==> src/hw/lsu_pkg.sv <==
// Load/store unit shared definitions
// Data width, DCCM region, store buffer sizing and the packet types
// passed between the pipeline stages

package lsu_pkg;

   //******************************
   // Widths and region limits
   localparam int              XLEN           = 32;
   localparam logic [XLEN-1:0] DCCM_BASE      = 32'hF004_0000; // Aligned to the DCCM size
   localparam int              DCCM_BYTES     = 1024;
   localparam int              DCCM_WORD_BITS = 8;             // 256 words of 4 bytes

   // Store buffer sizing
   localparam int              SB_DEPTH       = 4;
   localparam int              SB_PTR_BITS    = 2;

   // Access size encoding
   typedef enum logic [1:0] {
      SIZE_BYTE = 2'd0,
      SIZE_HALF = 2'd1,
      SIZE_WORD = 2'd2
   } access_size_e;

   //******************************
   // Request from the issuing stage
   typedef struct packed {
      logic               valid;
      logic               load;
      logic               store;
      access_size_e       size;
      logic               unsign;     // Zero-extend load data
      logic [XLEN-1:0]    rs1;        // Base register
      logic [11:0]        offset;     // Signed immediate
      logic [XLEN-1:0]    store_data;
   } lsu_req_t;

   // Payload carried DC1 to DC3
   typedef struct packed {
      logic               valid;
      logic               load;
      logic               store;
      access_size_e       size;
      logic               unsign;
      logic [XLEN-1:0]    addr;       // Effective address
      logic [XLEN-1:0]    store_data;
      logic               in_dccm;
      logic               misaligned;
   } lsu_stage_t;

   // One store buffer entry, data already in byte lanes
   typedef struct packed {
      logic                      valid;
      logic [DCCM_WORD_BITS-1:0] word;
      logic [3:0]                byteen;
      logic [XLEN-1:0]           data;
   } sb_entry_t;

   // Exception info raised in DC3
   typedef struct packed {
      logic               valid;
      logic               store;
      logic               misaligned;
      logic               access_fault;
      logic [XLEN-1:0]    addr;
   } lsu_error_pkt_t;

   typedef logic [1:0] credit_cnt_t;  // Credits back in one cycle, 0 to 2

endpackage

==> src/hw/lsu_addr_ctl.sv <==
`timescale 1ns/1ps
// Load/store address control
// DC1 forms the effective address and decodes region and alignment,
// DC2 and DC3 carry the payload, DC3 builds the error packet

module lsu_addr_ctl (
   input  logic                    clk,
   input  logic                    rst,
   input  lsu_pkg::lsu_req_t       lsu_req,
   output lsu_pkg::lsu_stage_t     dc2,
   output lsu_pkg::lsu_stage_t     dc3,
   output lsu_pkg::lsu_error_pkt_t lsu_error_pkt
);

   lsu_pkg::lsu_req_t         dc1_req;       // Request held in DC1
   lsu_pkg::lsu_stage_t       dc1;           // Decoded DC1 payload
   logic [lsu_pkg::XLEN-1:0]  offset_ext;    // Sign-extended immediate
   logic [lsu_pkg::XLEN-1:0]  addr_dc1;
   logic [lsu_pkg::XLEN-1:0]  dccm_offset;   // Distance from DCCM base

   //******************************
   // DC1 request register
   always_ff @(posedge clk) begin
      if (rst) begin
         dc1_req.valid <= 1'b0;
      end else begin
         dc1_req <= lsu_req;
      end
   end

   // Effective address
   assign offset_ext  = {{(lsu_pkg::XLEN-12){dc1_req.offset[11]}}, dc1_req.offset};
   assign addr_dc1    = dc1_req.rs1 + offset_ext;
   assign dccm_offset = addr_dc1 - lsu_pkg::DCCM_BASE;  // Wraps high for addresses below base

   // Region and alignment decode
   always_comb begin
      dc1.valid      = dc1_req.valid;
      dc1.load       = dc1_req.load;
      dc1.store      = dc1_req.store;
      dc1.size       = dc1_req.size;
      dc1.unsign     = dc1_req.unsign;
      dc1.addr       = addr_dc1;
      dc1.store_data = dc1_req.store_data;
      dc1.in_dccm    = (dccm_offset < lsu_pkg::DCCM_BYTES);
      case (dc1_req.size)
         lsu_pkg::SIZE_HALF: dc1.misaligned = addr_dc1[0];     // Odd half
         lsu_pkg::SIZE_WORD: dc1.misaligned = |addr_dc1[1:0];
         default:            dc1.misaligned = 1'b0;            // Bytes always aligned
      endcase
   end

   //******************************
   // DC2 and DC3 stage registers
   always_ff @(posedge clk) begin
      if (rst) begin
         dc2.valid <= 1'b0;
      end else begin
         dc2 <= dc1;
      end
   end

   always_ff @(posedge clk) begin
      if (rst) begin
         dc3.valid <= 1'b0;
      end else begin
         dc3 <= dc2;
      end
   end

   // DC3 error packet
   // Misalignment is reported ahead of an access fault
   always_comb begin
      lsu_error_pkt.valid        = dc3.valid & (dc3.misaligned | ~dc3.in_dccm);
      lsu_error_pkt.store        = dc3.valid & dc3.store;
      lsu_error_pkt.misaligned   = dc3.valid & dc3.misaligned;
      lsu_error_pkt.access_fault = dc3.valid & ~dc3.misaligned & ~dc3.in_dccm;
      lsu_error_pkt.addr         = dc3.addr;
   end

   // Issuing stage never sends an access that is both load and store
   a_ld_st_excl: assert property (@(posedge clk) disable iff (rst)
      lsu_req.valid |-> !(lsu_req.load && lsu_req.store));

endmodule

==> config.mk <==
export PLATFORM = sky130hd
export DESIGN_NAME = lsu_addr_ctl
export DESIGN_NICKNAME = d
export VERILOG_FILES = /design/src/hw/lsu_pkg.sv /design/src/hw/lsu_addr_ctl.sv
export SDC_FILE = /design/constraint.sdc
export NUM_CORES = 1
export LEC_CHECK = 0
export ABC_CLOCK_PERIOD_IN_PS = 6900
export BUFFER_PORTS_ARGS = -buffer_cell sky130_fd_sc_hd__buf_4
export CAP_MARGIN = 20
export CORE_AREA = 2 2 135 137
export DETAILED_ROUTE_END_ITERATION = 16
export DIE_AREA = 0 0 137 139
export PLACE_DENSITY = 0.79
export SYNTH_ARGS = -nofsm -noshare
export SYNTH_HDL_FRONTEND = slang
export SYNTH_SLANG_ARGS = --single-unit
==> constraint.sdc <==
create_clock -name clk -period 6.9 [get_ports clk]
set_input_delay 0.345 -clock clk [delete_from_list [all_inputs] [get_ports clk]]
set_output_delay 0.345 -clock clk [all_outputs]
set_load 0.02 [all_outputs]
==> summary.txt <==
Initial Utilization: 50.7%
share of layout cells above drive strength 1: 38.6%
peak supply drop: 0.000202 V
DRC viols: 0
Post-CTS Setup Inserts: 0
PD cells: 305 mW/mm^2
Die Ht: 139 um
RSZ-0062 raised after global routing: no
count of final setup violators: 0
First-pass DRT Iterations: 5
Worst setup EP type: flip-flop
1st-iter DRT viols: 460
Synth area leaders: edfxtp_1, ha_1, buf_4
cells after synthesis: 532
CTS tree: built
total wire length: 19700 um
max-slew violation count: 0
Synth top area share: 74.8%
port buffer count: 263
Seq. cell area: 0.00676 sq mm
Final nets: 908
average vias per placed instance: 5.26
final worst-path cycle share: 53.7%
grt ovf: 0
overall global routing resource usage: 20.0%
first-pass GRT wire length: 29400 um
measured slew at the worst slew-check pin: 1060 ps
cell with the most instances after synthesis: edfxtp_1
Leak Pwr: 4.67 nW
FF+latch count, synth: 226
Async SR Flop Fraction: 0%
core area: 0.0177 sq mm
area of the multi-input gates: 0.00190 sq mm
Syn Std Cell Area: 0.00895 sq mm
final setup TNS: 0 ps
Final Instance Area: 0.0117 sq mm
Cells after DPL: 990
chip width: 137 um
outcome: complete, no violations
Top Ports: 264
Num Clock Sinks: 226
clock slew at reported path FFs: 60 ps
max_slew headroom: 29.3%
Skew-Pair Late Insertion Delay: 490 ps
vias in the first global route: 5352
post_cts resized: 0
crit-path max FO: 21
Netlist cell types: 60
CP Launch Type: flip-flop
Post-synth EDFFs: 223
clk_skew: 9.66 ps
post-synthesis sequential area ratio: 75.5%
minimum clock period: 3710 ps
hold slack final: 25.0 ps
cts bufs inserted: 22
initial antenna violation count: 0
fmax: 0.270 GHz
routability cong.: 0.914
htree depth: 1
largest net degree at the start of global routing: 139
Hold Fails Final Rpt: 0
Clock Tree Root: clkbuf_16
DRT antenna net count: 0
die area: 0.0190 sq mm
synthesized net count: 650
routed length per instance: 19.0 um
Layout Utilization: 66.3%
Worst Path Arrival: 4030 ps
CP required: 7220 ps
Setup CP Type: flip-flop to flip-flop
placed instance area: 0.0110 sq mm
hpwl dp: 14800 um
routed via count: 5439
Top FF cell, synth: edfxtp_1
fill count: 1242
Max Root-Sink Buffers: 3
Synth-to-Final Area Change: 30.7%
post-synth top area cell: edfxtp_1
most instantiated cells after synthesis: edfxtp_1, ha_1, buf_4
Hold WC Path Type: input port to flip-flop
syn_area_per_cell: 16.8 sq um
Max-cap violations: 0
n_diodes: 0
warnings from Yosys: 0
Non-Filler Instances: 1035
row count: 49
[state kept, by name, indices dropped and copies added (netlist names)]
signal and flops:
dc1 38, dc1_req 44, dc2 72, dc3 72
[placed cells by master, fill, tap and decap left out, types with 8 or more instances in the layout]
master     count
a21oi_1       26
buf_4        264
clkbuf_16     23
edfxtp_1     223
ha_1          33
inv_1         10
nand2_1       27
nor2_1        17
nor3_1         8
o21ai_0       18
xnor2_1       13
xor2_1        11
[final timing paths]
| check | depth (start not counted) | to | from | slack, ps |
|---|---|---|---|---|
| max reg2reg | 10 | dc2[1] | dc1_req[43] | 3190 |
| min | 1 | dc1_req[61] | lsu_req[61] | 30 |
| min reg2reg | 0 | dc2[12] | dc1[12] | 420 |
| max | 10 | dc2[1] | dc1_req[43] | 3190 |
[routing by layer]
metal / wire (um) / GRT usage, % / part of all wire, %
met1: 7570 / 24.9 / 38
met2: 10200 / 34.9 / 52
met3: 1420 / 3.98 / 7.2
met4: 527 / 6.46 / 2.7
met5: 0 / 0 / 0
[cells by family (layout without fill, tap and decap cells)]
kind of cell               after synthesis  count (layout)  synth area share [%]
and+or+nand+nor                         96              96                  5.53
DFF                                    226             226                  75.5
adders and majority gates               34              34                  4.84
AOI/OAI and AO/OA                      105             105                  8.43
xor gates and xnor gates                24              24                  2.35
buffers and inverters                   46             320                  3.28
muxes                                    1               1                 0.112
[final cells by class]
type | count | area share, %
inverter | 11 | 0.417
tap | 229 | 2.45
timing repair buffer | 269 | 17.4
multi-input combinational | 260 | 16.3
clock inverter | 12 | 0.706
sequential | 226 | 57.7
clock buffer | 28 | 5.08
[worst max-delay path, cell delays in order (launching register included)]
cell      delay [ps]
edfxtp_1         910
ha_1             450
nand2_1          130
a21oi_1           90
a221oi_4         290
nand2_1          160
xor2_1           180
or4_1            570
nor4_1           340
nand4_1          150
nor4b_2          260
[report_power, final]
part | total (mW) | switching [mW] | internal (mW)
clock network | 1.11 | 0.468 | 0.646
logic | 0.698 | 0.411 | 0.286
registers | 1.76 | 0.0726 | 1.68
total | 3.57 | 0.952 | 2.61
[timing repair]
| item | CTS | global route |
|---|---|---|
| hold endpoints to repair | 0 | 5 |
| endpoints found under the setup margin | 0 | 0 |
| hold buffers | 0 | 5 |
[stage by stage]
stage               total power, mW  setup WS (ps)
floorplan                      2.20           1690
global placement               2.46           3310
detailed placement             2.48           3240
CTS                            3.60           3220
global route                   3.71           2960
finish                         3.57           3190
Note: power is estimated with default switching activity, not from simulation.
