<file path="config.mk">
export PLATFORM = sky130hd
export DESIGN_NAME = lsu_stbuf
export DESIGN_NICKNAME = d
export VERILOG_FILES = /design/src/hw/lsu_pkg.sv /design/src/hw/lsu_stbuf.sv
export SDC_FILE = /design/constraint.sdc
export NUM_CORES = 1
export LEC_CHECK = 0
export BUFFER_PORTS_ARGS = -buffer_cell sky130_fd_sc_hd__buf_2
export CAP_MARGIN = 40
export CORE_ASPECT_RATIO = 1.2
export CORE_MARGIN = 3
export CORE_UTILIZATION = 60
export DETAILED_ROUTE_END_ITERATION = 6
export PLACE_DENSITY = 0.82
export SYNTH_ARGS = -nofsm -noshare
export SYNTH_HDL_FRONTEND = slang
export SYNTH_SLANG_ARGS = --single-unit
</file>
<file path="constraint.sdc">
create_clock -name clk -period 3.6 [get_ports clk]
set_input_delay 0.72 -clock clk [delete_from_list [all_inputs] [get_ports clk]]
set_output_delay 0.72 -clock clk [all_outputs]
set_load 0.02 [all_outputs]
</file>
<file path="src/hw/lsu_pkg.sv">
// Load/store unit shared definitions
// Data width, DCCM region, store buffer sizing and the packet types
// passed between the pipeline stages

package lsu_pkg;

   //******************************
   // Widths and region limits
   localparam int              XLEN           = 32;
   localparam logic [XLEN-1:0] DCCM_BASE      = 32'hF004_0000; // Aligned to the DCCM size
   localparam int              DCCM_BYTES     = 1024;
   localparam int              DCCM_WORD_BITS = 8;             // 256 words of 4 bytes

   // Store buffer sizing
   localparam int              SB_DEPTH       = 4;
   localparam int              SB_PTR_BITS    = 2;

   // Access size encoding
   typedef enum logic [1:0] {
      SIZE_BYTE = 2'd0,
      SIZE_HALF = 2'd1,
      SIZE_WORD = 2'd2
   } access_size_e;

   //******************************
   // Request from the issuing stage
   typedef struct packed {
      logic               valid;
      logic               load;
      logic               store;
      access_size_e       size;
      logic               unsign;     // Zero-extend load data
      logic [XLEN-1:0]    rs1;        // Base register
      logic [11:0]        offset;     // Signed immediate
      logic [XLEN-1:0]    store_data;
   } lsu_req_t;

   // Payload carried DC1 to DC3
   typedef struct packed {
      logic               valid;
      logic               load;
      logic               store;
      access_size_e       size;
      logic               unsign;
      logic [XLEN-1:0]    addr;       // Effective address
      logic [XLEN-1:0]    store_data;
      logic               in_dccm;
      logic               misaligned;
   } lsu_stage_t;

   // One store buffer entry, data already in byte lanes
   typedef struct packed {
      logic                      valid;
      logic [DCCM_WORD_BITS-1:0] word;
      logic [3:0]                byteen;
      logic [XLEN-1:0]           data;
   } sb_entry_t;

   // Exception info raised in DC3
   typedef struct packed {
      logic               valid;
      logic               store;
      logic               misaligned;
      logic               access_fault;
      logic [XLEN-1:0]    addr;
   } lsu_error_pkt_t;

   typedef logic [1:0] credit_cnt_t;  // Credits back in one cycle, 0 to 2

endpackage

</file>
<file path="src/hw/lsu_stbuf.sv">
`timescale 1ns/1ps
// Load/store unit store buffer
// Four-entry circular buffer of good DC3 stores, drains oldest first
// into the DCCM, forwards bytes to DC3 loads and returns store credits

module lsu_stbuf (
   input  logic                     clk,
   input  logic                     rst,
   input  lsu_pkg::lsu_stage_t      dc3,
   output lsu_pkg::sb_entry_t       drain,
   output logic [lsu_pkg::XLEN-1:0] fwd_data,
   output logic [3:0]               fwd_byteen,
   output lsu_pkg::credit_cnt_t     credit_return,
   output logic                     sb_empty
);

   lsu_pkg::sb_entry_t                  sb_q [lsu_pkg::SB_DEPTH];
   logic [lsu_pkg::SB_PTR_BITS-1:0]     wr_ptr;      // Next free slot
   logic [lsu_pkg::SB_PTR_BITS-1:0]     rd_ptr;      // Oldest entry
   logic [lsu_pkg::SB_PTR_BITS:0]       count;
   logic                                store_dc3;
   logic                                alloc;
   logic                                drop;
   logic                                drain_vld;
   logic [lsu_pkg::DCCM_WORD_BITS-1:0]  word_dc3;
   logic [3:0]                          byteen_dc3;
   logic [lsu_pkg::XLEN-1:0]            data_dc3;

   //******************************
   // DC3 store qualification
   assign store_dc3 = dc3.valid & dc3.store;
   assign alloc     = store_dc3 & dc3.in_dccm & ~dc3.misaligned;
   assign drop      = store_dc3 & ~(dc3.in_dccm & ~dc3.misaligned);  // Errored, credit back now

   // Word index and byte lanes of the DC3 access
   assign word_dc3 = dc3.addr[lsu_pkg::DCCM_WORD_BITS+1:2];
   assign data_dc3 = dc3.store_data << {dc3.addr[1:0], 3'b000};

   always_comb begin
      case (dc3.size)
         lsu_pkg::SIZE_BYTE: byteen_dc3 = 4'b0001 << dc3.addr[1:0];
         lsu_pkg::SIZE_HALF: byteen_dc3 = 4'b0011 << dc3.addr[1:0];
         default:            byteen_dc3 = 4'b1111;
      endcase
   end

   // Oldest entry goes to the DCCM every cycle it is valid
   assign drain     = sb_q[rd_ptr];
   assign drain_vld = sb_q[rd_ptr].valid;
   assign sb_empty  = (count == '0);

   //******************************
   // Pointers, count and entry storage
   always_ff @(posedge clk) begin
      if (rst) begin
         wr_ptr <= '0;
         rd_ptr <= '0;
         count  <= '0;
         for (int i = 0; i < lsu_pkg::SB_DEPTH; i++) begin
            sb_q[i].valid <= 1'b0;
         end
      end else begin
         if (drain_vld) begin
            sb_q[rd_ptr].valid <= 1'b0;
            rd_ptr             <= rd_ptr + 1'b1;
         end
         if (alloc) begin   // Written after the drain clear so a reused slot stays valid
            sb_q[wr_ptr] <= '{valid: 1'b1, word: word_dc3, byteen: byteen_dc3, data: data_dc3};
            wr_ptr       <= wr_ptr + 1'b1;
         end
         case ({alloc, drain_vld})
            2'b10:   count <= count + 1'b1;
            2'b01:   count <= count - 1'b1;
            default: count <= count;        // Both or neither
         endcase
      end
   end

   //******************************
   // Forwarding to the DC3 word
   // Walk oldest to youngest so the youngest byte lands last
   always_comb begin
      logic [lsu_pkg::SB_PTR_BITS-1:0] idx;
      fwd_data   = '0;
      fwd_byteen = '0;
      for (int i = 0; i < lsu_pkg::SB_DEPTH; i++) begin
         idx = rd_ptr + i[lsu_pkg::SB_PTR_BITS-1:0];
         if (sb_q[idx].valid && (sb_q[idx].word == word_dc3)) begin
            for (int b = 0; b < 4; b++) begin
               if (sb_q[idx].byteen[b]) begin
                  fwd_data[8*b +: 8] = sb_q[idx].data[8*b +: 8];
                  fwd_byteen[b]      = 1'b1;
               end
            end
         end
      end
   end

   // One credit per drained entry plus one per dropped store
   assign credit_return = {1'b0, drain_vld} + {1'b0, drop};

   // A store that reaches DC3 with the buffer full means credits were overspent
   a_no_alloc_full: assert property (@(posedge clk) disable iff (rst)
      alloc |-> (count < lsu_pkg::SB_DEPTH));

   a_count_bound: assert property (@(posedge clk) disable iff (rst)
      count <= lsu_pkg::SB_DEPTH);

endmodule

</file>
==> summary.md <==
| Metric | Value |
|---|---|
| Max Clk Rate | 240 MHz |
| Final core utilization | 76.1% |
| Core area | 0.0205 mm^2 |
| Setup CP Type | register to output port |
| Worst R2R Setup Slack | 1260 ps |
| Detailed-router iteration count before antenna repair | 6 |
| Via count | 10100 |
| Top-area cell type share of the netlist area | 41.4% |
| P_leak | 5.43 nW |
| Worst Setup Slack, final | -560 ps |
| TritonCTS buffer count | 17 |
| Comb power frac | 11.4% |
| Final Hold Vio Count | 0 |
| Final Wtd Congestion | 0.903 |
| Worst Path Required | 2880 ps |
| Setup crit end kind | output port |
| Routed vias/inst | 7.45 |
| # rows | 57 |
| Critical Path AT | 3440 ps |
| Number of fill cells | 1138 |
| Total grt overflow | 0 |
| Unrepaired setup endpoints after global routing | true |
| Yosys cell types | 59 |
| Psw | 1.16 mW |
| Slowest-stage cell, CP | or4_4 |
| Die Height | 166 um |
| Total Routed Length | 37800 um |
| # diodes | 0 |
| CP max stage delay | 560 ps |
| Post-synth EDFFs | 176 |
| Final cell count without fillers | 1350 |
| Most frequent cell after synthesis | edfxtp_1 |
| Status | complete, but fails checks |
| Crit path time final | 4160 ps |
| Vias in the first global route | 9974 |
| Register area share after synthesis | 43.4% |
| Fraction of registers with async set/reset | 0% |
| WL/cell | 28.0 um |
| Syn Nets | 966 |
| Clk_lat worst skew | 440 ps |
| Most instantiated cells after synthesis | edfxtp_1, mux4_2, mux2i_1, nand3_1, nor2_1 |
| Hold depth | 2 |
| Final Slew Violations | 0 |
| Type of origin of the critical path | register |
| Overall power | 4.92 mW |
| Power per cell area | 315 mW/mm^2 |
| Most common cell on crit path | buf_8 |
| Initial antenna violation count | 0 |
| Pint | 3.76 mW |
| First-pass GRT wire length | 57000 um |
| Clock buffer depth | 2 |
| Initial core utilization | 62.2% |
| Final setup fails | 36 |
| Finished Cell Area | 0.0156 mm^2 |
| Drt drc | 0 |
| Nets | 1153 |
| Cell Count Post-Placement | 1283 |
| ANT nets after route | 0 |
| # port buffers | 133 |
| Sw Share | 23.6% |
| Synthesis Warnings | 0 |
| Clock sinks | 189 |
| Clk Tree Root Cell | clkbuf_16 |
| FF-to-FF path depth | 8 |
| Hold path startpoint | count[2]$_SDFFE_PP0P_ |
| Worst hold path type | register to register |
| Final Skew | 7.56 ps |
| Top_reg_cell synth | edfxtp_1 |
| Final HPWL DP | 23300 um |
| Placed Instance Area | 0.0141 mm^2 |
| R2R Path End | count[2]$_SDFFE_PP0P_ |
| Area of the multi-input gates | 0.00723 mm^2 |
| Reg power frac | 49.4% |
| Clock Power Share | 39.3% |
| Ports | 158 |
| DRT iter0 DRCs | 1690 |
| Sequential Area | 0.00556 mm^2 |
| Synth area leaders | edfxtp_1, mux4_2, mux2i_1 |
| Overall routing resource usage | 32.0% |
| Final worst-path cycle share | 116% |
| Syn Inst Count | 885 |
| Tightest Pin Transition | 815 ps |
| Peak supply drop | 0.000332 V |
| Rel. slew slack | 45.1% |
| Leading area contributor after synthesis | edfxtp_1 |
| Worst setup startpoint | rd_ptr[0]$_SDFFE_PP0P_ |
| Violations in the final reports | setup timing |
| Die X | 139 um |
| Avg Inst Size Synth | 14.4 um^2 |
| Layout cells sized above 1 | 49.7% |
| Clock transition at the registers of the reported paths | 70 ps |
| Largest net degree at the start of global routing | 51 |
| H-tree depth | 4 |
| Critical-path maximum fanout | 10 |
| Max Cap Viol | 0 |
| Yosys reg bits | 189 |
| Hold Crit Endpoint | count[2]$_SDFFE_PP0P_ |
| Mapped Area | 0.0128 mm^2 |
| CTS tree | yes |
| Area growth syn-to-layout | 22.5% |
| Crit path cell chain | buf_8 -> buf_12 -> buf_4 -> mux4_2 -> xor2_1 -> or4_4 -> or3_4 -> buf_8 -> or2_0 -> o211a_1 -> buf_2 |
| Die Footprint | 0.0231 mm^2 |
how the worst max path moves through the flow:
stage                               to  cells past startpoint
final                     fwd_data[17]                     11
after global routing       fwd_data[6]                     12
after CTS                 fwd_data[17]                     10
after detailed placement  fwd_data[17]                     10
after global placement     fwd_data[5]                     10
after floorplan            fwd_data[1]                      9
cell families after synthesis:
group           after synthesis  synth area share [%]
buf+inv                      88                  3.37
simple gates                244                  10.3
mux                         221                  33.7
compound gates               98                  5.85
xor+xnor                     38                  2.61
fa+ha+maj                     7                 0.745
flops                       189                  43.4
sequential cells by signal, indices dropped and copies added, names as in the netlist, named ones only:
| register | cells |
|---|---|
| wr_ptr | 2 |
| rd_ptr | 2 |
| sb_q | 180 |
| count | 3 |
critical path: cells and delay by family (launching register included):
kind / cells / cell delay, ps
AND/OR/NAND/NOR: 3 / 1210
buffers and inverters: 5 / 740
flip-flops: 1 / 390
multiplexers: 1 / 310
XOR/XNOR: 1 / 180
AO/OA/AOI/OAI: 1 / 160
stage by stage:
step | TNS [ps] | worst slack [ps] | hold slack (ps)
6_report | -15260 | -560 | 494
2_1_floorplan | 0 | 44.3 | 459
3_5_place_dp | -2960 | -185 | 491
5_1_grt | -18540 | -636 | 554
3_3_place_gp | -1740 | -127 | 472
4_1_cts | -13070 | -504 | 501
layer usage:
layer / track usage [%] / wire length (um)
met1: 38.4 / 12200
met2: 56.2 / 19700
met3: 7.29 / 4060
met4: 13.2 / 1770
met5: 0 / 0
power groups by stage:
stage	registers (mW)	logic, mW	clock network [mW]
2_1_floorplan	2.47	0.345	0
3_3_place_gp	2.48	0.482	0
3_5_place_dp	2.48	0.493	0
4_1_cts	2.43	0.529	1.92
5_1_grt	2.43	0.592	2.03
6_report	2.43	0.559	1.93
layout make-up:
type / instances / area share, %
clock buffers: 18 / 2.74
clock inverters: 14 / 1.08
inverters: 8 / 0.192
multi-input cells: 608 / 46.2
flip-flops and latches: 189 / 35.5
well taps: 265 / 2.12
repair buffers: 248 / 12.1
cells in the final DEF, fill, tap and decap left out, drive strengths merged, types with 16 or more instances in the layout:
cell type,n
edfxtp,176
nand2b,16
buf,248
nor2,43
nor3,21
nand3,49
mux4,166
and2,20
o211a,17
nor4,17
nand2,26
a21oi,20
nor2b,18
xnor2,26
a211oi,19
clkbuf,18
mux2i,49
repair_timing:
action                                 CTS  global route
pin swaps                               19            25
resized for setup                      102            47
hold buffers                             0             0
cloned                                   0             1
setup buffers                           25            11
endpoints found under the hold margin    0             0
setup endpoints to repair               36            36
(Power assumes the default switching activity.)
